### config.mk
export PLATFORM = sky130hd
export DESIGN_NAME = pmem_result_flat
export DESIGN_NICKNAME = d
export VERILOG_FILES = /design/src/pmem_pkg.sv /design/src/pmem_rsp_if.sv /design/src/pmem_result.sv /design/src/flat_wrapper.sv
export VERILOG_INCLUDE_DIRS = /design/src
export SDC_FILE = /design/constraint.sdc
export NUM_CORES = 1
export LEC_CHECK = 0
export ABC_CLOCK_PERIOD_IN_PS = 1400
export BUFFER_PORTS_ARGS = -buffer_cell sky130_fd_sc_hd__buf_2
export CAP_MARGIN = 20
export CORE_UTILIZATION = 42
export CTS_BUF_LIST = sky130_fd_sc_hd__clkbuf_4
export DETAILED_ROUTE_END_ITERATION = 12
export PLACE_DENSITY_LB_ADDON = 0.12
export REMOVE_ABC_BUFFERS = 1
export SYNTH_ARGS = -nofsm -noshare
export SYNTH_HDL_FRONTEND = slang
export SYNTH_SLANG_ARGS = --single-unit
### constraint.sdc
create_clock -name aclk -period 1.4 [get_ports aclk]
set_input_delay 0.21 -clock aclk [delete_from_list [all_inputs] [get_ports aclk]]
set_output_delay 0.21 -clock aclk [all_outputs]
set_load 0.005 [all_outputs]
### src/pmem_params.svh
`ifndef PMEM_PARAMS_SVH
`define PMEM_PARAMS_SVH

// bus widths
`define PMEM_ADDR_WIDTH 32
`define PMEM_DATA_WIDTH 32

// 1024 words of storage
`define PMEM_DEPTH_LOG2 10

// region field of the memory window, 0x8000_0000 upward
`define PMEM_BASE_REGION 8'h80

`endif

### src/pmem_pkg.sv
`include "pmem_params.svh"

package pmem_pkg;

    typedef enum logic [1:0] {
        resp_okay   = 2'b00,
        resp_slverr = 2'b10
    } resp_t;

    // region, word index and byte offset
    // word index also covers the address bits above the memory depth
    typedef struct packed {
        logic [7:0]                     region;
        logic [`PMEM_ADDR_WIDTH-11:0]   word_idx;
        logic [1:0]                     offset;
    } pmem_addr_fields_t;

    typedef union packed {
        logic [`PMEM_ADDR_WIDTH-1:0]    raw;
        pmem_addr_fields_t              fields;
    } pmem_addr_u;

endpackage

### src/pmem_rsp_if.sv
`timescale 1ns/100ps
`include "pmem_params.svh"

interface pmem_rsp_if;

    logic                           rsp;
    logic                           is_write;
    pmem_pkg::resp_t                resp;
    logic [`PMEM_DATA_WIDTH-1:0]    rdata;

    // execute side
    modport source (
        output rsp, is_write, resp, rdata
    );

    // result side
    modport sink (
        input rsp, is_write, resp, rdata
    );

endinterface

### src/pmem_result.sv
`timescale 1ns/100ps
`include "pmem_params.svh"

module pmem_result (
    input  logic                            aclk,
    input  logic                            areset_n,
    pmem_rsp_if.sink                        rsp_if,

    output logic                            bvalid,
    input  logic                            bready,
    output logic [1:0]                      bresp,

    output logic                            rvalid,
    input  logic                            rready,
    output logic [`PMEM_DATA_WIDTH-1:0]     rdata,
    output logic [1:0]                      rresp,

    output logic                            done
);

    logic b_hs, r_hs;

    assign b_hs = bvalid & bready;
    assign r_hs = rvalid & rready;

    // frees the decoder
    assign done = b_hs | r_hs;

    always_ff @(posedge aclk) begin
        if (areset_n) begin
            bvalid <= 1'b0;
            rvalid <= 1'b0;
        end else begin
            if (rsp_if.rsp && rsp_if.is_write) begin
                bvalid <= 1'b1;
            end else if (b_hs) begin
                bvalid <= 1'b0;
            end
            if (rsp_if.rsp && !rsp_if.is_write) begin
                rvalid <= 1'b1;
            end else if (r_hs) begin
                rvalid <= 1'b0;
            end
        end
    end

    // payload only loads on a new response, so it holds under stall
    always_ff @(posedge aclk) begin
        if (rsp_if.rsp && rsp_if.is_write) begin
            bresp <= rsp_if.resp;
        end
        if (rsp_if.rsp && !rsp_if.is_write) begin
            rdata <= rsp_if.rdata;
            rresp <= rsp_if.resp;
        end
    end

    a_one_channel: assert property (@(posedge aclk) disable iff (areset_n)
        !(bvalid && rvalid));

    a_b_hold: assert property (@(posedge aclk) disable iff (areset_n)
        bvalid && !bready |=> bvalid && $stable(bresp));

    a_r_hold: assert property (@(posedge aclk) disable iff (areset_n)
        rvalid && !rready |=> rvalid && $stable(rdata) && $stable(rresp));

endmodule

### src/flat_wrapper.sv
// flat-port wrapper written by rule: the top's interface ports become plain ports
module pmem_result_flat 
  (aclk, areset_n, bvalid, bready, bresp, rvalid, rready, rdata, rresp, done, rsp_if_rsp, rsp_if_is_write, rsp_if_resp, rsp_if_rdata);
  pmem_rsp_if rsp_if_i ();
  input  logic aclk;
  input  logic areset_n;
  output logic bvalid;
  input  logic bready;
  output logic [1:0] bresp;
  output logic rvalid;
  input  logic rready;
  output logic [`PMEM_DATA_WIDTH-1:0] rdata;
  output logic [1:0] rresp;
  output logic done;
  input wire logic [$bits(rsp_if_i.rsp)-1:0] rsp_if_rsp;
  input wire logic [$bits(rsp_if_i.is_write)-1:0] rsp_if_is_write;
  input wire logic [$bits(rsp_if_i.resp)-1:0] rsp_if_resp;
  input wire logic [$bits(rsp_if_i.rdata)-1:0] rsp_if_rdata;
  assign rsp_if_i.rsp = rsp_if_rsp;
  assign rsp_if_i.is_write = rsp_if_is_write;
  assign rsp_if_i.resp = rsp_if_resp;
  assign rsp_if_i.rdata = rsp_if_rdata;
  pmem_result u_core (.aclk(aclk), .areset_n(areset_n), .rsp_if(rsp_if_i), .bvalid(bvalid), .bready(bready), .bresp(bresp), .rvalid(rvalid), .rready(rready), .rdata(rdata), .rresp(rresp), .done(done));
endmodule
======== Word-level counts from Yosys, hierarchy flattened ========
Cells that the tools add are included.
storage, ports and cells
  register bits after elaboration ......... 38
operators by class
  mux-type cells .......................... 4
  bitwise operators ....................... 3
  reduce and logical (&&, ||, !) cells .... 5
operators by type and width
  kind                 count
  $mux W1              4
  $reduce_bool A2 Y1   2
  $and A1 B1 Y1        2
  $logic_and A1 B1 Y1  2
  $logic_not A1 Y1     1
  $or A1 B1 Y1         1

======== Logic depth before layout (Yosys ltp) ========
  depth after elaboration ................. 3
  depth in mapped cells ................... 2
  gate-level depth less buffers ........... 2

======== Worst setup path after synthesis ========
OpenSTA, ideal clock, no wires.
  path kind ............................... input -> register
  start point ............................. in rsp_if_rsp
  end point ............................... reg u_core.rdata[0] (enable)
  library setup time ...................... 0.380 ns
  arrival time ............................ 0.796 ns
  data required time ...................... 1.020 ns
  setup slack ............................. 0.223 ns
  cell stages on the path ................. 1
  cell sequence ........................... nor2b_4
on the way
  cells in the longest elaborated chain, start to end .. 1
ends and longest elaborated chain
  item                    RTL line            text
  start: declaration      flat_wrapper.sv:15  input wire logic [$bits(rsp_if_i.rsp)-1:0] rsp_if_rsp;
  $logic_and A1 B1 Y1     pmem_result.sv:52   if (rsp_if.rsp && !rsp_if.is_write) begin
  end signal: assignment  pmem_result.sv:53   rdata <= rsp_if.rdata;
  end: declaration        pmem_result.sv:15   output logic [`PMEM_DATA_WIDTH-1:0] rdata,
Every way passes these cells.
A chain may end at the register's enable or synchronous reset.

======== Worst setup path after layout ========
  start point ............................. reg u_core.bvalid
  end point ............................... out done
on the way
  cells in the longest elaborated chain, start to end .. 2
ends and longest elaborated chain
  item                      RTL line            text
  start: declaration        pmem_result.sv:9    output logic bvalid,
  start signal: assignment  pmem_result.sv:31   bvalid <= 1'b0;
  start signal: assignment  pmem_result.sv:35   bvalid <= 1'b1;
  start signal: assignment  pmem_result.sv:37   bvalid <= 1'b0;
  $and A1 B1 Y1             pmem_result.sv:23   assign b_hs = bvalid & bready;
  $or A1 B1 Y1              pmem_result.sv:27   assign done = b_hs | r_hs;
  end: declaration          flat_wrapper.sv:14  output logic done;
Every way passes these cells.

==> impl_metrics.tcl <==
set metrics [dict create \
    synth_top_cell_area_share_pct 91.7 \
    relSlewSlack_pct 85.0 \
    cts_resized 0 \
    setup_viol 0 \
    tightest_slew_ns 0.226 \
    cts_buffer_depth 2 \
    max_stage_delay_ns 0.34 \
    cts_htree_levels 2 \
    fin_crit_sh_pct 85.6 \
    cts_buffers 5 \
    wirelength_mm 1.96 \
    drv_slew 0 \
    cts_sinks 38 \
    synth_cell_types 10 \
    outcome "finished clean" \
    initial_core_util_pct 45.9 \
    layout-drive-gt1-share_pct 65.2 \
    r2r_slack_ns 0.69 \
    routed.top_layer "met4" \
    leakage_nw 0.736 \
    hold_path_depth 2 \
    drv_cap 0 \
    setup_slack_ns 0.202 \
    io_buffers 78 \
    gp_congestion 0.632 \
    wirelength_met1_um 697 \
    p_per_area_nw_per_um2 1180 \
    path_cells "a22o_1, buf_2" \
    worstSkewPairLatency_ns 0.32 \
    synth_area_leaders "edfxtp_1 (92%), dfxtp_1 (3.4%), nor2b_4 (1.2%)" \
    hold_end "u_core.bvalid$_SDFFE_PP0P_" \
    path_max_fanout 3 \
    r2r-start "u_core.rvalid$_SDFFE_PP0P_" \
    synth-seq-cells 38 \
    netlist_area_um2 1180 \
    root_buffer "clkbuf_4" \
    die-area_um2 3020 \
    ant_nets 0 \
    final_cell_mix "buf_2 (78), edfxtp_1 (36), clkbuf_4 (5)" \
    worstRegToRegCells 2 \
    finalCriticalPeriod_ns 1.20 \
    worstPathArrival_ns 0.99 \
    crit_required_ns 1.19 \
    r2r-end "u_core.rvalid$_SDFFE_PP0P_" \
    grt_pass1_vias 616 \
    first_pass_iters 2 \
    synth.avg_cell_area_um2 25.6 \
    synthCells 46 \
    die_w_um 55.0 \
    grtUsageTotal_pct 13.3 \
    drc_errors 0 \
    synth-warning-count 0 \
    criticalPathCategory "reg -> out" \
    cp-start-kind "flop" \
    vias_per_cell 4.49 \
    areaGrowthSynthToFinish_pct 41.1 \
    hp-class "in -> reg" \
    wl_met2_mm 1.02 \
    rsz0062_at_grt "false" \
    io_pins 79 \
    mostFrequentLayoutCell "buf_2" \
    routedWlPerCell_um 12.1 \
    vias 727 \
    coreArea_um2 2570 \
    cts_tree "built" \
    fmax_ghz 0.835 \
    die_h_um 55.0 \
    diodes 0 \
    grt_pass1_wl_mm 2.53 \
    fin_nets 173 \
    ys_seq_area_share_pct 95.1 \
    irDropWorstVdd_uv 805 \
    hold_viol 0 \
    wl_met3_um 209 \
    drtIter0Drc 5 \
    tns_ns 0 \
    cp_num_buf_inv 1 \
    rows 18 \
    post_cts_buffers 0 \
    fin_skew_ns 0 \
    hold_path_startpoint "areset_n" \
    antenna_found_initial 0 \
    cp_top_family "flip-flops" \
    ctsHoldBuffers 0 \
    gr-total-overflow 0 \
    synth_area_leader_cell "edfxtp_1" \
    pre_cts_slack_ns 0.375 \
    end_kind "primary output" \
    crit_slowest_cell "dfxtp_1" \
    grt_max_degree 19 \
    path_clk_slew_ns 0.09 \
]
synthesized netlist by cell type (all sizes together):
library cell and number:
nor2b 2, edfxtp 36, o21ba 1, a22o 1, inv 1, dfxtp 2, nand2 1, a21oi 1
nand2b 1
worst reg2reg max path, cell delays in order (launching register included):
cell	delay [ns]
dfxtp_1	0.33
nor2b_1	0.13
o21ba_1	0.15
report_power, final:
part,switching (mW),internal (mW)
combinational,0.0729,0.0941
sequential,0.0165,1.32
clock,0.288,0.171
total,0.377,1.59
cells by family after synthesis:
kind of cell | share of synthesized area (%)
DFF | 95.1
and+or+nand+nor | 2.55
AOI/OAI and AO/OA | 2.02
buffers and inverters | 0.318
state kept, by name, summed over array words and instances, names as in the netlist:
signal,count
u_core.rresp,2
u_core.bresp,2
u_core.rvalid,1
u_core.bvalid,1
u_core.rdata,32
how the worst max path moves through the flow:
stage / from / end / slack, ns / depth (start not counted)
finish: u_core.bvalid$_SDFFE_PP0P_ / done / 0.20 / 2
global placement: rsp_if_is_write / u_core.rdata[3]$_DFFE_PP_ / 0.40 / 3
CTS: u_core.bvalid$_SDFFE_PP0P_ / done / 0.19 / 2
global route: u_core.bvalid$_SDFFE_PP0P_ / done / 0.15 / 2
floorplan: rsp_if_rsp / u_core.rdata[0]$_DFFE_PP_ / 0.22 / 1
detailed placement: rsp_if_is_write / u_core.rdata[2]$_DFFE_PP_ / 0.38 / 3
stage by stage:
stage / util, % / hold slack (ns) / total power [mW] / cell area (µm²) / instances
after global placement: 63.2 / 0.383 / 1.53 / 1620 / 156
after floorplan: - / 0.279 / 1.41 / 1180 / 46
after CTS: 64.8 / 0.0399 / 2.00 / 1660 / 162
after detailed placement: 63.2 / 0.388 / 1.54 / 1620 / 156
after global routing: 64.8 / 0.0315 / 2.06 / 1660 / 162
final: 64.8 / 0.0528 / 1.97 / 1660 / 162
final cells by class:
class	count	area, µm²
well taps	30	37.5
inverters	1	3.75
multi-input cells	7	53.8
repair buffers	80	405
clock inverters	1	3.75
flip-flops and latches	38	1120
clock buffers	5	37.5
fillers	191	905
routing by layer:
layer  vias to the layer above  GRT usage (%)
met4                         0           7.50
met1                       320           14.0
met3                         5           5.74
li1                        352              -
met5                         -              0
met2                        50           22.1
Note: power is estimated with default switching activity, not from simulation.
