## src/pmem_params.svh

```systemverilog
`ifndef PMEM_PARAMS_SVH
`define PMEM_PARAMS_SVH

// bus widths
`define PMEM_ADDR_WIDTH 32
`define PMEM_DATA_WIDTH 32

// 1024 words of storage
`define PMEM_DEPTH_LOG2 10

// region field of the memory window, 0x8000_0000 upward
`define PMEM_BASE_REGION 8'h80

`endif

```

## src/pmem_pkg.sv

```systemverilog
`include "pmem_params.svh"

package pmem_pkg;

    typedef enum logic [1:0] {
        resp_okay   = 2'b00,
        resp_slverr = 2'b10
    } resp_t;

    // region, word index and byte offset
    // word index also covers the address bits above the memory depth
    typedef struct packed {
        logic [7:0]                     region;
        logic [`PMEM_ADDR_WIDTH-11:0]   word_idx;
        logic [1:0]                     offset;
    } pmem_addr_fields_t;

    typedef union packed {
        logic [`PMEM_ADDR_WIDTH-1:0]    raw;
        pmem_addr_fields_t              fields;
    } pmem_addr_u;

endpackage

```

## src/pmem_req_if.sv

```systemverilog
`timescale 1ns/100ps
`include "pmem_params.svh"

interface pmem_req_if;

    logic                           req;
    logic                           is_write;
    logic                           in_range;
    logic [`PMEM_DEPTH_LOG2-1:0]    word_idx;
    logic [`PMEM_DATA_WIDTH-1:0]    wdata;
    logic [`PMEM_DATA_WIDTH/8-1:0]  wstrb;

    // decode side
    modport source (
        output req, is_write, in_range, word_idx, wdata, wstrb
    );

    // execute side
    modport sink (
        input req, is_write, in_range, word_idx, wdata, wstrb
    );

endinterface

```

## src/pmem_decode.sv

```systemverilog
`timescale 1ns/100ps
`include "pmem_params.svh"

module pmem_decode (
    input  logic                            aclk,
    input  logic                            areset_n,

    input  logic                            awvalid,
    output logic                            awready,
    input  logic [`PMEM_ADDR_WIDTH-1:0]     awaddr,
    input  logic [2:0]                      awprot,

    input  logic                            wvalid,
    output logic                            wready,
    input  logic [`PMEM_DATA_WIDTH-1:0]     wdata,
    input  logic [`PMEM_DATA_WIDTH/8-1:0]   wstrb,

    input  logic                            arvalid,
    output logic                            arready,
    input  logic [`PMEM_ADDR_WIDTH-1:0]     araddr,
    input  logic [2:0]                      arprot,

    input  logic                            done,
    pmem_req_if.source                      req_if
);

    logic aw_hs, w_hs, ar_hs;
    logic aw_held, w_held, ar_held, busy;
    logic aw_held_nxt, w_held_nxt, ar_held_nxt, busy_nxt;
    logic go_write, go_read;

    logic [`PMEM_ADDR_WIDTH-1:0]    awaddr_q;
    logic [`PMEM_ADDR_WIDTH-1:0]    araddr_q;
    logic [`PMEM_DATA_WIDTH-1:0]    wdata_q;
    logic [`PMEM_DATA_WIDTH/8-1:0]  wstrb_q;

    pmem_pkg::pmem_addr_u issue_addr;

    // ##########################################################
    // handshakes and issue

    // awprot and arprot are taken but not checked
    assign aw_hs = awvalid & awready;
    assign w_hs  = wvalid & wready;
    assign ar_hs = arvalid & arready;

    // write wins when both are pending
    assign go_write = !busy & (aw_held | aw_hs) & (w_held | w_hs);
    assign go_read  = !busy & !go_write & (ar_held | ar_hs);

    always_comb begin
        aw_held_nxt = (aw_held | aw_hs) & !go_write;
        w_held_nxt  = (w_held | w_hs) & !go_write;
        ar_held_nxt = (ar_held | ar_hs) & !go_read;
        busy_nxt    = (busy & !done) | go_write | go_read;
    end

    always_ff @(posedge aclk) begin
        if (areset_n) begin
            aw_held    <= 1'b0;
            w_held     <= 1'b0;
            ar_held    <= 1'b0;
            busy       <= 1'b0;
            awready    <= 1'b0;
            wready     <= 1'b0;
            arready    <= 1'b0;
            req_if.req <= 1'b0;
        end else begin
            aw_held    <= aw_held_nxt;
            w_held     <= w_held_nxt;
            ar_held    <= ar_held_nxt;
            busy       <= busy_nxt;
            // a channel is open only while idle and its buffer is empty
            awready    <= !busy_nxt & !aw_held_nxt;
            wready     <= !busy_nxt & !w_held_nxt;
            arready    <= !busy_nxt & !ar_held_nxt;
            req_if.req <= go_write | go_read;
        end
    end

    // ##########################################################
    // channel buffers and request fields

    always_ff @(posedge aclk) begin
        if (aw_hs) begin
            awaddr_q <= awaddr;
        end
        if (w_hs) begin
            wdata_q <= wdata;
            wstrb_q <= wstrb;
        end
        if (ar_hs) begin
            araddr_q <= araddr;
        end
    end

    // live bus value on the handshake edge, buffer otherwise
    assign issue_addr.raw = go_write ? (aw_hs ? awaddr : awaddr_q)
                                     : (ar_hs ? araddr : araddr_q);

    always_ff @(posedge aclk) begin
        if (go_write | go_read) begin
            req_if.is_write <= go_write;
            req_if.in_range <= (issue_addr.fields.region == `PMEM_BASE_REGION);
            req_if.word_idx <= issue_addr.fields.word_idx[`PMEM_DEPTH_LOG2-1:0];
            req_if.wdata    <= w_hs ? wdata : wdata_q;
            req_if.wstrb    <= w_hs ? wstrb : wstrb_q;
        end
    end

    // new requests only leave an idle decoder
    a_req_from_idle: assert property (@(posedge aclk) disable iff (areset_n)
        req_if.req |-> !$past(busy));

endmodule

```

## src/flat_wrapper.sv

```systemverilog
// flat-port wrapper written by rule: the top's interface ports become plain ports
module pmem_decode_flat 
  (aclk, areset_n, awvalid, awready, awaddr, awprot, wvalid, wready, wdata, wstrb, arvalid, arready, araddr, arprot, done, req_if_req, req_if_is_write, req_if_in_range, req_if_word_idx, req_if_wdata, req_if_wstrb);
  pmem_req_if req_if_i ();
  input  logic aclk;
  input  logic areset_n;
  input  logic awvalid;
  output logic awready;
  input  logic [`PMEM_ADDR_WIDTH-1:0] awaddr;
  input  logic [2:0] awprot;
  input  logic wvalid;
  output logic wready;
  input  logic [`PMEM_DATA_WIDTH-1:0] wdata;
  input  logic [`PMEM_DATA_WIDTH/8-1:0] wstrb;
  input  logic arvalid;
  output logic arready;
  input  logic [`PMEM_ADDR_WIDTH-1:0] araddr;
  input  logic [2:0] arprot;
  input  logic done;
  output wire logic [$bits(req_if_i.req)-1:0] req_if_req;
  output wire logic [$bits(req_if_i.is_write)-1:0] req_if_is_write;
  output wire logic [$bits(req_if_i.in_range)-1:0] req_if_in_range;
  output wire logic [$bits(req_if_i.word_idx)-1:0] req_if_word_idx;
  output wire logic [$bits(req_if_i.wdata)-1:0] req_if_wdata;
  output wire logic [$bits(req_if_i.wstrb)-1:0] req_if_wstrb;
  assign req_if_req = req_if_i.req;
  assign req_if_is_write = req_if_i.is_write;
  assign req_if_in_range = req_if_i.in_range;
  assign req_if_word_idx = req_if_i.word_idx;
  assign req_if_wdata = req_if_i.wdata;
  assign req_if_wstrb = req_if_i.wstrb;
  pmem_decode u_core (.aclk(aclk), .areset_n(areset_n), .awvalid(awvalid), .awready(awready), .awaddr(awaddr), .awprot(awprot), .wvalid(wvalid), .wready(wready), .wdata(wdata), .wstrb(wstrb), .arvalid(arvalid), .arready(arready), .araddr(araddr), .arprot(arprot), .done(done), .req_if(req_if_i));
endmodule
```

## config.mk

```make
export PLATFORM = sky130hd
export DESIGN_NAME = pmem_decode_flat
export DESIGN_NICKNAME = d
export VERILOG_FILES = /design/src/pmem_pkg.sv /design/src/pmem_req_if.sv /design/src/pmem_decode.sv /design/src/flat_wrapper.sv
export VERILOG_INCLUDE_DIRS = /design/src
export SDC_FILE = /design/constraint.sdc
export NUM_CORES = 1
export LEC_CHECK = 0
export ABC_CLOCK_PERIOD_IN_PS = 4350
export BUFFER_PORTS_ARGS = -buffer_cell sky130_fd_sc_hd__buf_2
export CORE_MARGIN = 2
export CORE_UTILIZATION = 30
export DETAILED_ROUTE_END_ITERATION = 6
export PLACE_DENSITY = 0.49
export SETUP_SLACK_MARGIN = 0.02
export SLEW_MARGIN = 30
export SYNTH_ARGS = -nofsm -noshare
export SYNTH_HDL_FRONTEND = slang
export SYNTH_SLANG_ARGS = --single-unit
```

## constraint.sdc

```tcl
create_clock -name aclk -period 4.35 [get_ports aclk]
set_input_delay 0.87 -clock aclk [delete_from_list [all_inputs] [get_ports aclk]]
set_output_delay 0.87 -clock aclk [all_outputs]
set_load 0.05 [all_outputs]
```

### Word-level counts from Yosys, hierarchy flattened

Cells that the tools add are included.

| word-level totals | value |
|---|---|
| register bits | 156 |
| bits of input ports | 112 |
| output and inout port bits | 52 |
| word-level logic and storage cells | 51 |

| operators by class | value |
|---|---|
| equality and inequality tests | 1 |
| muxes and demuxes | 5 |
| bitwise logic cells | 20 |
| reduce and logical (&&, ||, !) cells | 8 |

Operators by type and width:

| operator | number |
|---|---|
| $mux W32 | 4 |
| $and A1 B1 Y1 | 14 |
| $eq A8 B8 Y1 const B | 1 |
| $logic_not A1 Y1 | 8 |
| $or A1 B1 Y1 | 6 |
| $mux W4 | 1 |

### Logic depth before layout (Yosys ltp)

Gate-level depths: netlist of run 1.

| logic depth | value |
|---|---|
| word-level depth | 11 |
| depth in mapped cells | 6 |
| gate-level depth less buffers | 4 |

### Least setup slack after synthesis of run 1

OpenSTA, ideal clock, no wires.

| timing path | value |
|---|---|
| path type | input to register |
| start point | in arvalid |
| end point | reg u_core.req_if.in_range (enable) |
| setup time | 465 ps |
| arrival time | 3282 ps |
| data required time | 3885 ps |
| path slack | 603 ps |
| stages on the path | 2 |
| path buffers | 0 |
| cell sequence | a21oi_1 -> o21bai_1 |

| between the ends | value |
|---|---|
| longest elaborated chain between the ends | 4 |

Ends and longest elaborated chain:

| element | line | text |
|---|---|---|
| from (decl) | flat_wrapper.sv:15 | `input logic arvalid;` |
| $and A1 B1 Y1 | pmem_decode.sv:45 | `assign ar_hs = arvalid & arready;` |
| $or A1 B1 Y1 | pmem_decode.sv:49 | `assign go_read = !busy & !go_write & (ar_held \| ar_hs);` |
| $and A1 B1 Y1 | pmem_decode.sv:49 |  |
| $or A1 B1 Y1 | pmem_decode.sv:102 | `if (go_write \| go_read) begin` |
| to (signal assigned) | pmem_decode.sv:104 | `` req_if.in_range <= (issue_addr.fields.region == `PMEM_BASE_REGION); `` |
| to (decl) | pmem_req_if.sv:15 | `output req, is_write, in_range, word_idx, wdata, wstrb` |

No other way between the ends.
A chain may end at the register's enable or synchronous reset.

### Final worst setup path of run 1

| timing path | value |
|---|---|
| start point | in wvalid |
| end point | reg u_core.req_if.wdata[18] (enable) |

| between the ends | value |
|---|---|
| longest elaborated chain between the ends | 7 |

Ends and longest elaborated chain:

| element | line | text |
|---|---|---|
| from (decl) | flat_wrapper.sv:11 | `input logic wvalid;` |
| $and A1 B1 Y1 (*) | pmem_decode.sv:44 | `assign w_hs = wvalid & wready;` |
| $or A1 B1 Y1 (*) | pmem_decode.sv:48 | `assign go_write = !busy & (aw_held \| aw_hs) & (w_held \| w_hs);` |
| $and A1 B1 Y1 (*) | pmem_decode.sv:48 |  |
| $logic_not A1 Y1 | pmem_decode.sv:49 |  |
| $and A1 B1 Y1 (2 in a row) | pmem_decode.sv:49 |  |
| $or A1 B1 Y1 (*) | pmem_decode.sv:102 |  |
| to (decl) | pmem_req_if.sv:15 |  |

Mark *: on every way between the ends. The rest lies on a longest branch, timed or not.

==> results.txt, run 1 <==
----------------------------------------------------
[Synth]
  Primary FF master, synth ... dfxtp_1
  Number of instances in the synthesized netlist ... 253
  Most used standard cells in the synthesized netlist ... 80 x dfxtp_1, 80 x mux2_2, 48 x edfxtp_1, 5 x buf_2
  Share of flip-flops with an asynchronous set or reset after synthesis ... 0
  Post-synthesis area per instance ... 16.83 um2
  Synthesis Warnings ... 0
  Number of flops mapped to enable cells by yosys ... 48
  Cell accounting for the most synthesized area ... dfxtp_1
  Part of the Yosys area used for sequential elements ... 0.7147
  Area of the mapped netlist ... 4258 um2
  Net Count, Synth ... 365
  Largest cells by area after synthesis ... dfxtp_1 38%, edfxtp_1 34%, mux2_2 21%
  Register bit total from synthesis ... 128
  Top-area cell type share of the netlist area ... 0.3761
  Distinct cell type count after synthesis ... 27

[STA]
  Number of failing hold endpoints at the final stage ... 0
  Slew at the pin closest to its max-slew limit ... 0.8707 ns
  Total negative setup slack ... 0 ns
  Unrepaired setup endpoints after global routing ... false
  Number of max-slew violations in the final report ... 0
  Top achievable clock speed ... 422.5 MHz
  Setup-violating endpoint count in the final report ... 0
  Post-layout minimum cycle time ... 2.367 ns
  Post-layout worst setup margin ... 1.983 ns
  Max_slew headroom ... 0.4181
  Final critical-path share of the clock period ... 0.5441
  Final clock skew ... 0.009230 ns

[Global route]
  Initial antenna violation count ... 0
  Maximum number of pins on one net before global-route repair ... 38
  First-pass GRT wire length ... 12.59 mm
  GR Overflow Total ... 0
  Vias in the first global route ... 2,553
  Total GRT Usage ... 0.1130

[Routing]
  Average detailed-routed wire length per instance ... 13.88 um
  Aggregate routed wire length ... 8.160 mm
  Detailed-route vias per instance ... 4.345
  Count of nets left with antenna violations after detail routing ... 0
  Via Count ... 2,555
  Post-route DRC ... 0
  First-pass DRT Iterations ... 4
  Number of violations reported at the end of detailed-routing iteration 0 ... 102

[Clocking]
  Clock Sink Count ... 128
  Clock tree from TritonCTS ... built
  Clk slew on worst S/H paths ... 0.05 ns
  Total clock buffers created by CTS ... 17
  # H-tree levels ... 4
  Root cell of the clock tree ... clkbuf_16
  Buffer depth of the longest clock path ... 2
  # Post-CTS Setup Buffers ... 0
  Later-pin clock latency in the skew report ... 0.41 ns
  Post-CTS Resized ... 0
  Hold buffer count at cts ... 0

[Worst hold path]
  Hold path depth ... 1
  Hold Crit Class ... reg2reg

[Worst setup path]
  Kind of start point of the critical path ... primary input
  Arrival time at the worst endpoint ... 2.41 ns
  List of cells traversed by the critical path ... buf_2, a21oi_1, nor3_4, buf_4, o21bai_4, buf_4
  Element type at the critical path end ... flop
  Delay of the slowest cell on the worst path ... 0.52 ns
  Buffers and inverters on the worst path ... 3
  Worst R2R Path Depth ... 5
  Crit path max-delay family ... buffers and inverters
  Total stage count of the critical path ... 6
  Cell with the biggest individual delay on the critical path ... buf_4
  Most frequent CP cell ... buf_4
  Endpoint required time on the critical path ... 4.39 ns
  Worst-path fanout max ... 37
  Path type of the worst setup path ... in2reg

[Finish]
  Post-layout nets ... 507
  Signed area change from the synthesized netlist to the final layout ... 35.67%
  Total of fill cells in the finished design ... 1,316
  Final instance area ... 5777 um2
  # diodes ... 0
  Proportion of layout cells with a drive suffix above 1 ... 0.6054

[Floorplan]
  Number of top-level pins ... 164
  Starting Density ... 0.3067
  Chip width ... 123.1 um
  Core area ... 13,880 um2
  Floorplan row count ... 43
  Die Y-Extent ... 123.1 um
  Die area ... 15,160 um2

[Job]
  Max cap viols ... 0

[Placement]
  Count of input and output buffers ... 129
  HPWL after detailed placement ... 5.645 mm
  Minimum setup slack after placement ... 1.513 ns
  Post-placement cell area ... 5107 um2
  Final weighted congestion of routability-driven global placement ... 0.6875

[Pwr]
  Leakage power total ... 2.376 nW
  Power density normalized to cell area ... 707.1 nW/um2
  Maximum vdd drop ... 279.6 uV

[Run status]
  Outcome ... completed

----------------------------------------------------
==> cell usage in the layout (no fill, tap or decap), types with 2 or more instances in the layout <==
cell type	synthesis	layout
nor3b_1	2	2
clkinv_2	0	2
nor2b_1	2	2
bufinv_16	0	6
clkbuf_1	1	2
nor4_1	4	4
dfxtp_1	80	80
nor4b_1	3	3
a21oi_1	2	2
mux2_4	2	2
nand2_1	2	2
buf_2	5	129
nor2_1	4	4
nor3_1	4	4
clkbuf_8	0	2
mux2_2	80	80
clkbuf_16	0	17
clkinvlp_4	0	2
buf_4	0	3
edfxtp_1	48	48
==> power breakdown <==
part / total (W) / switching (W) / internal (W)
Combinational: 0.000789 / 0.000484 / 0.000305
Sequential: 0.00171 / 0.0000876 / 0.00162
Clock: 0.00158 / 0.000484 / 0.00110
==> registers in the layout, summed over array words and instances (netlist names) <==
| register | cells |
|---|---|
| u_core.req_if.wdata | 32 |
| u_core.wdata_q | 32 |
| u_core.araddr_q | 18 |
| u_core.awaddr_q | 18 |
| u_core.req_if.word_idx | 10 |
| u_core.req_if.wstrb | 4 |
| u_core.wstrb_q | 4 |
| u_core.ar_held | 1 |
| u_core.arready | 1 |
| u_core.aw_held | 1 |
| u_core.awready | 1 |
| u_core.busy | 1 |
| u_core.req_if.in_range | 1 |
| u_core.req_if.is_write | 1 |
| u_core.req_if.req | 1 |
| u_core.w_held | 1 |
| u_core.wready | 1 |
==> kinds of logic (layout without fill, tap and decap cells) <==
kind of cell,Yosys count,count (layout),synth area share
DFF,128,128,0.7147
muxes,83,83,0.2210
buffers and inverters,9,164,0.01293
AOI/OAI and AO/OA,6,6,0.009700
and+or+nand+nor,27,27,0.04173
==> metal layers <==
| layer | up-vias | wire length, um | GRT usage | share of wire |
|---|---|---|---|---|
| li1 | 1233 | - | - | - |
| met1 | 1202 | 3563 | 0.1297 | 0.44 |
| met2 | 106 | 3623 | 0.1727 | 0.44 |
| met3 | 14 | 801 | 0.05351 | 0.098 |
| met4 | 0 | 171 | 0.06392 | 0.021 |
| met5 | - | 0 | 0 | 0 |
==> final timing paths <==
kind                                   start                                 to  slack, ns
hold / removal    u_core.awaddr_q[2]$_DFF_P_         u_core.awaddr_q[2]$_DFF_P_       0.47
setup reg to reg   u_core.awready$_SDFF_PP0_  u_core.req_if.wdata[18]$_DFFE_PP_       2.15
setup / recovery                      wvalid  u_core.req_if.wdata[18]$_DFFE_PP_       1.98
hold reg to reg   u_core.awaddr_q[2]$_DFF_P_         u_core.awaddr_q[2]$_DFF_P_       0.47
==> cell type report <==
| type | count | area [um2] | area share |
|---|---|---|---|
| Multi-Input combinational cell | 116 | 1171 | 0.2027 |
| Timing Repair Buffer | 132 | 668.1 | 0.1157 |
| Clock inverter | 11 | 209.0 | 0.03617 |
| Tap cell | 180 | 225.2 | 0.03899 |
| Sequential cell | 128 | 3043 | 0.5267 |
| Clock buffer | 21 | 460.4 | 0.07971 |
==> worst reg2reg max path: cells and delay by family (launching register included) <==
family / cells / cell delay (ns)
AOI/OAI and AO/OA: 2 / 0.45
buffers and inverters: 2 / 0.81
DFF: 1 / 0.44
and+or+nand+nor: 1 / 0.11
==> metrics by stage <==
step                      std cells  total power [W]  hold WS (ns)  utilization
after floorplan                 253         0.002351        0.4453            -
after global placement          556         0.002507        0.4510       0.3679
after detailed placement        556         0.002540        0.4550       0.3679
after CTS                       588         0.004144        0.4682       0.4162
after global routing            588         0.004272        0.4785       0.4162
final                           588         0.004085        0.4657       0.4162
Note: power is estimated with default switching activity, not from simulation.
==> run 2: changes to the inputs <==
Settings changed: ABC_CLOCK_PERIOD_IN_PS 4350 to 2080, PLACE_DENSITY 0.49 to 0.51.
Clock period 4.35 ns to 2.08 ns, I/O delays scaled along.
==> results.txt, run 2 (same netlist as run 1, synthesis figures left out) <==
----------------------------------------------------
[Run status]
  Outcome ... completed (unchanged)

[Pwr]
  Leakage power total ... 2.361 nW (was 2.376 nW)
  Maximum vdd drop ... 571.0 uV (was 279.6 uV)
  Power density normalized to cell area ... 1415 nW/um2 (was 707.1 nW/um2)

[STA]
  Unrepaired setup endpoints after global routing ... false (unchanged)
  Slew at the pin closest to its max-slew limit ... 0.4477 ns (was 0.8707 ns)
  Top achievable clock speed ... 641.4 MHz
  Final clock skew ... 0.008292 ns (was 0.009230 ns)
  Max_slew headroom ... 0.7016 (was 0.4181)
  Worst hold slack ... 0.2465 ns (was 0.4657 ns)
  Setup-violating endpoint count in the final report ... 0 (unchanged)
  Post-layout minimum cycle time ... 1.559 ns
  Total negative setup slack ... 0 ns (unchanged)
  Number of max-slew violations in the final report ... 0 (unchanged)
  Final critical-path share of the clock period ... 0.7496
  Number of failing hold endpoints at the final stage ... 0 (unchanged)

[Clocking]
  Clock Sink Count ... 128 (unchanged)
  Buffer depth of the longest clock path ... 2 (unchanged)
  Post-CTS Resized ... 0 (unchanged)
  # Post-CTS Setup Buffers ... 0 (unchanged)
  Root cell of the clock tree ... clkbuf_16 (unchanged)
  # H-tree levels ... 4 (unchanged)
  Clock tree from TritonCTS ... built (unchanged)
  Hold buffer count at cts ... 0 (unchanged)
  Total clock buffers created by CTS ... 17 (unchanged)
  Later-pin clock latency in the skew report ... 0.41 ns (about the same)
  Clk slew on worst S/H paths ... 0.06 ns (was 0.05 ns)

[Job]
  Max cap viols ... 0 (unchanged)

[Worst setup path]
  RR Startpoint ... u_core.wready$_SDFF_PP0_ (was u_core.awready$_SDFF_PP0_)
  Endpoint required time on the critical path ... 2.14 ns (was 4.39 ns)
  Worst r2r dst ... u_core.req_if.wdata[30]$_DFFE_PP_ (was u_core.req_if.wdata[18]$_DFFE_PP_)
  Worst setup path startpoint ... u_core.wready$_SDFF_PP0_ (was wvalid)
  Arrival time at the worst endpoint ... 1.62 ns (was 2.41 ns)
  Worst R2R Path Depth ... 4 (was 5)
  Cell with the biggest individual delay on the critical path ... buf_4 (unchanged)
  Worst-path fanout max ... 31 (was 37)
  List of cells traversed by the critical path ... a21oi_1, nor3_4, o21bai_4, buf_4 (was buf_2, a21oi_1, nor3_4, buf_4, o21bai_4, buf_4)
  Kind of start point of the critical path ... flop (was primary input)
  Path type of the worst setup path ... reg2reg (was in2reg)
  Delay of the slowest cell on the worst path ... 0.39 ns (was 0.52 ns)
  R2R setup slack ... 0.52 ns (was 2.15 ns)
  Element type at the critical path end ... flop (unchanged)

[Worst hold path]
  Hold path depth ... 2 (was 1)
  Origin of the worst min-delay path ... araddr[27] (was u_core.awaddr_q[2]$_DFF_P_)
  Worst-case hold path end point ... u_core.araddr_q[27]$_DFF_P_ (was u_core.awaddr_q[2]$_DFF_P_)
  Hold Crit Class ... in2reg (was reg2reg)

[Routing]
  Aggregate routed wire length ... 8.395 mm (was 8.160 mm)
  First-pass DRT Iterations ... 4 (unchanged)
  Detailed-route vias per instance ... 4.231 (was 4.345)
  Average detailed-routed wire length per instance ... 14.13 um (was 13.88 um)
  Number of violations reported at the end of detailed-routing iteration 0 ... 84 (was 102)
  Via Count ... 2,513 (was 2,555)
  Count of nets left with antenna violations after detail routing ... 0 (unchanged)
  Post-route DRC ... 0 (unchanged)

[Placement]
  Final weighted congestion of routability-driven global placement ... 0.6559 (was 0.6875)
  HPWL after detailed placement ... 5.916 mm (was 5.645 mm)
  Count of input and output buffers ... 129 (unchanged)

[Finish]
  Signed area change from the synthesized netlist to the final layout ... 34.94% (was 35.67%)
  Post-layout nets ... 512 (was 507)
  Registers with the highest flip-flop counts ... u_core.req_if.wdata (32), u_core.wdata_q (32) (unchanged)
  Proportion of layout cells with a drive suffix above 1 ... 0.6150 (was 0.6054)
  Most frequent standard cell in the layout excluding fill and tap cells ... buf_2 (unchanged)
  Area of combinational cells with multiple inputs ... 1171 um2 (unchanged)
  Most used cells in the layout excluding fill and tap cells ... 129 x buf_2, 80 x mux2_2, 77 x dfxtp_1 (was 129 x buf_2, 80 x mux2_2, 80 x dfxtp_1)
  Total of fill cells in the finished design ... 1,328 (was 1,316)
  Register area ... 3047 um2 (was 3043 um2)

[Floorplan]
  Die Y-Extent ... 123.1 um (unchanged)
  Chip width ... 123.1 um (unchanged)
  Number of top-level pins ... 164 (unchanged)
  Floorplan row count ... 43 (unchanged)
  Starting Density ... 0.3067 (unchanged)
  Die area ... 15,160 um2 (unchanged)
  Core area ... 13,880 um2 (unchanged)

[Global route]
  Maximum number of pins on one net before global-route repair ... 32 (was 38)
  Initial antenna violation count ... 1 (was 0)
  First-pass GRT wire length ... 12.60 mm (was 12.59 mm)
  GR Overflow Total ... 0 (unchanged)
  Total GRT Usage ... 0.1149 (was 0.1130)
  Vias in the first global route ... 2,583 (was 2,553)

----------------------------------------------------
-- run 2: how the worst max path moves through the flow --
stage                                              to  slack, ns  cells after the start
floorplan            u_core.req_if.in_range$_DFFE_PP_       0.17                      3
global placement    u_core.req_if.wdata[27]$_DFFE_PP_       0.30                      5
detailed placement  u_core.req_if.wdata[27]$_DFFE_PP_       0.29                      5
CTS                 u_core.req_if.wdata[20]$_DFFE_PP_       0.48                      4
global route        u_core.req_if.wdata[20]$_DFFE_PP_       0.41                      4
finish              u_core.req_if.wdata[30]$_DFFE_PP_       0.52                      4
-- run 2: layout make-up --
cell class,instances,share of cell area
sequential,128,0.5303
clock buffer,21,0.07665
multi-input combinational,116,0.2038
antenna,1,0.0004355
timing repair buffer,137,0.1250
clock inverter,11,0.02461
tap,180,0.03920
-- run 2: stage by stage --
stage / setup WS, ns / area [um2] / total power (W) / utilization / std cells
final: 0.5209 / 5746 / 0.008132 / 0.4139 / 594
after global routing: 0.4150 / 5743 / 0.008555 / 0.4137 / 593
after CTS: 0.4786 / 5743 / 0.008272 / 0.4137 / 593
after detailed placement: 0.2902 / 5161 / 0.005341 / 0.3718 / 561
after global placement: 0.3026 / 5161 / 0.005266 / 0.3718 / 561
after floorplan: 0.1666 / 4273 / 0.004917 / - / 253
-- run 2: layer usage --
layer  vias to the layer above  track usage  wire length (um)
li1                       1230            -                 -
met1                      1174       0.1242              3516
met2                        98       0.1878              3956
met3                        11      0.05766               789
met4                         0      0.05327               132
met5                         -            0                 0
-- run 2: power by group --
part           internal, W  leakage (nW)  total (W)  switching [W]
logic             0.000656         0.962    0.00167        0.00102
registers          0.00340          1.12    0.00358       0.000184
clock network      0.00187         0.277    0.00288        0.00100
total              0.00593          2.36    0.00813        0.00221
-- run 2: worst max-delay path: cells and delay by family (launching register included) --
| family | cells | cell delay (ns) |
|---|---|---|
| AO/OA/AOI/OAI | 2 | 0.27 |
| buffers and inverters | 1 | 0.39 |
| flip-flops | 1 | 0.33 |
| AND/OR/NAND/NOR | 1 | 0.22 |
==> run 3: changes to the inputs <==
Settings changed: ABC_CLOCK_PERIOD_IN_PS 2080 to 1600, PLACE_DENSITY 0.51 to 0.49.
Clock period 2.08 ns to 1.6 ns, I/O delays scaled along.
==> results.txt, run 3 (same netlist as run 1, synthesis figures left out) <==
----------------------------------------------------
[Run status]
  Outcome ... completed (unchanged)

[Pwr]
  Int Pwr ... 0.007678 W (was 0.005927 W)
  Maximum vdd drop ... 622.5 uV (was 571.0 uV)
  Switching share of power ... 0.2741 (was 0.2712)
  Overall power of the completed layout ... 0.01058 W (was 0.008132 W)
  Net Switching ... 0.002899 W (was 0.002205 W)
  Leakage power total ... 2.455 nW (was 2.361 nW)
  Part of the power in combinational logic ... 0.218 (was 0.206)
  Power share of the clock group ... 0.342 (was 0.354)
  Part of the total power dissipated in sequential elements ... 0.439 (was 0.440)
  Power density normalized to cell area ... 1797 nW/um2 (was 1415 nW/um2)

[Clocking]
  Clock Sink Count ... 128 (unchanged)
  # H-tree levels ... 4 (unchanged)
  Buffer depth of the longest clock path ... 2 (unchanged)
  Root cell of the clock tree ... clkbuf_16 (unchanged)
  Clk slew on worst S/H paths ... 0.06 ns (about the same)
  Clock tree from TritonCTS ... built (unchanged)
  Later-pin clock latency in the skew report ... 0.41 ns (about the same)
  Total clock buffers created by CTS ... 17 (unchanged)
  # Post-CTS Setup Buffers ... 0 (unchanged)

[Routing]
  First-pass DRT Iterations ... 4 (unchanged)
  Via Count ... 2,592 (was 2,513)
  Detailed-route vias per instance ... 4.313 (was 4.231)
  Number of violations reported at the end of detailed-routing iteration 0 ... 67 (was 84)
  Average detailed-routed wire length per instance ... 13.70 um (was 14.13 um)
  Count of nets left with antenna violations after detail routing ... 0 (unchanged)
  Post-route DRC ... 0 (unchanged)
  Aggregate routed wire length ... 8.235 mm (was 8.395 mm)

[Finish]
  Final standard cell count with taps included and fillers excluded ... 601 (was 594)
  Total of fill cells in the finished design ... 1,330 (was 1,328)
  Registers with the highest flip-flop counts ... u_core.req_if.wdata (32), u_core.wdata_q (32) (unchanged)
  Signed area change from the synthesized netlist to the final layout ... 38.26% (was 34.94%)
  Most used cells in the layout excluding fill and tap cells ... 129 x buf_2, 77 x dfxtp_1, 71 x mux2_2 (was 129 x buf_2, 80 x mux2_2, 77 x dfxtp_1)
  Proportion of layout cells with a drive suffix above 1 ... 0.6342 (was 0.6150)
  Final instance area ... 5887 um2 (was 5746 um2)
  # diodes ... 0 (was 1)
  Area of combinational cells with multiple inputs ... 1222 um2 (was 1171 um2)
  Register area ... 3054 um2 (was 3047 um2)
  Post-layout nets ... 521 (was 512)
  Most frequent standard cell in the layout excluding fill and tap cells ... buf_2 (unchanged)

[Global route]
  Most used routing layer in global routing ... met2 (unchanged)
  Vias in the first global route ... 2,656 (was 2,583)
  Maximum number of pins on one net before global-route repair ... 28 (was 32)
  Met1 layer usage reported by global route ... 0.1220 (was 0.1242)
  GR Overflow Total ... 0 (unchanged)
  M3 GR Usage ... 0.05535 (was 0.05766)
  First-pass GRT wire length ... 12.52 mm (was 12.60 mm)
  Met2 GRT Util ... 0.1803 (was 0.1878)
  Initial antenna violation count ... 0 (was 1)
  Total GRT Usage ... 0.1133 (was 0.1149)

[Placement]
  Number of placed instances, taps included ... 570 (was 561)
  Post-placement cell area ... 5295 um2 (was 5161 um2)
  HPWL after detailed placement ... 5.864 mm (was 5.916 mm)
  Minimum setup slack after placement ... -0.04491 ns (was 0.2902 ns)
  Count of input and output buffers ... 129 (unchanged)
  Final weighted congestion of routability-driven global placement ... 0.6534 (was 0.6559)

[Worst setup path]
  List of cells traversed by the critical path ... a21oi_2, buf_4, nor3_4, o21bai_4, buf_4 (was a21oi_1, nor3_4, o21bai_4, buf_4)
  Delay of the slowest cell on the worst path ... 0.35 ns (was 0.39 ns)
  Buffers and inverters on the worst path ... 2 (was 1)
  Cell with the biggest individual delay on the critical path ... dfxtp_4 (was buf_4)
  R2R setup slack ... 0.09 ns (was 0.52 ns)
  Endpoint required time on the critical path ... 1.72 ns (was 2.14 ns)
  Element type at the critical path end ... flop (unchanged)
  Arrival time at the worst endpoint ... 1.62 ns (about the same)
  Kind of start point of the critical path ... flop (unchanged)
  Worst-path fanout max ... 8 (was 31)
  Most frequent CP cell ... buf_4
  Crit path max-delay family ... buffers and inverters (unchanged)
  Path type of the worst setup path ... reg2reg (unchanged)

[STA]
  Setup-violating endpoint count in the final report ... 0 (unchanged)
  Final critical-path share of the clock period ... 0.9414 (was 0.7496)
  Post-layout worst setup margin ... 0.09372 ns (was 0.5209 ns)
  Unrepaired setup endpoints after global routing ... true (was false)
  Max_slew headroom ... 0.7558 (was 0.7016)
  Number of max-slew violations in the final report ... 0 (unchanged)
  Final clock skew ... 0.007763 ns (was 0.008292 ns)
  Slew at the pin closest to its max-slew limit ... 0.3562 ns (was 0.4477 ns)
  Post-layout minimum cycle time ... 1.506 ns (was 1.559 ns)
  Top achievable clock speed ... 663.9 MHz (was 641.4 MHz)
  Number of failing hold endpoints at the final stage ... 0 (unchanged)

[Floorplan]
  Starting Density ... 0.3067 (unchanged)
  Floorplan row count ... 43 (unchanged)
  Core area ... 13,880 um2 (unchanged)
  Die Y-Extent ... 123.1 um (unchanged)
  Chip width ... 123.1 um (unchanged)
  Number of top-level pins ... 164 (unchanged)
  Die area ... 15,160 um2 (unchanged)

[Job]
  Max cap viols ... 0 (unchanged)

[Worst hold path]
  Hold Crit Class ... in2reg (unchanged)

----------------------------------------------------
run 3: worst paths after layout:
kind / startpoint / endpoint / cells past startpoint
worst max-delay path: u_core.wready$_SDFF_PP0_ / u_core.req_if.wdata[10]$_DFFE_PP_ / 5
worst min-delay path: araddr[31] / u_core.araddr_q[31]$_DFF_P_ / 2
worst max register to register: u_core.wready$_SDFF_PP0_ / u_core.req_if.wdata[10]$_DFFE_PP_ / 5
worst min register to register: u_core.wdata_q[11]$_DFF_P_ / u_core.wdata_q[11]$_DFF_P_ / 1
run 3: worst reg2reg max path, delay by kind of cell, from the launching register on:
kind | cells | cell delay (ns)
AO/OA/AOI/OAI | 2 | 0.29
flip-flops | 1 | 0.35
buffers and inverters | 2 | 0.37
AND/OR/NAND/NOR | 1 | 0.21
run 3: metal layers:
layer  up-vias  wire, um
met4         0       182
met5         -         0
li1       1252         -
met1      1225      3469
met3        17       750
met2        98      3832
run 3: repair_timing:
action / CTS / global route
hold buffers: 0 / 0
endpoints found under the hold margin: 0 / 0
resized for setup: 0 / 8
setup endpoints to repair: 0 / 55
run 3: through the flow:
stage | TNS (ns) | hold WS (ns) | util
3_5_place_dp | -1.942 | 0.4585 | 0.3815
4_1_cts | 0 | 0.1254 | 0.4219
5_1_grt | -0.05704 | 0.1292 | 0.4241
6_report | 0 | 0.1423 | 0.4241
3_3_place_gp | -2.772 | 0.4506 | 0.3815
2_1_floorplan | -9.157 | 0.4453 | -
run 3: final cells by class:
type,count,share of cell area
clock buffer,19,0.07524
multi-input combinational,116,0.2077
timing repair buffer,146,0.1399
clock inverter,12,0.02019
tap,180,0.03826
sequential,128,0.5188
run 3: power groups by stage:
stage | clock network [W] | logic [W] | registers (W)
after global routing | 0.00385 | 0.00249 | 0.00474
after floorplan | 0 | 0.000965 | 0.00545
final | 0.00362 | 0.00231 | 0.00465
after global placement | 0 | 0.00225 | 0.00469
after detailed placement | 0 | 0.00230 | 0.00472
after CTS | 0.00373 | 0.00230 | 0.00466
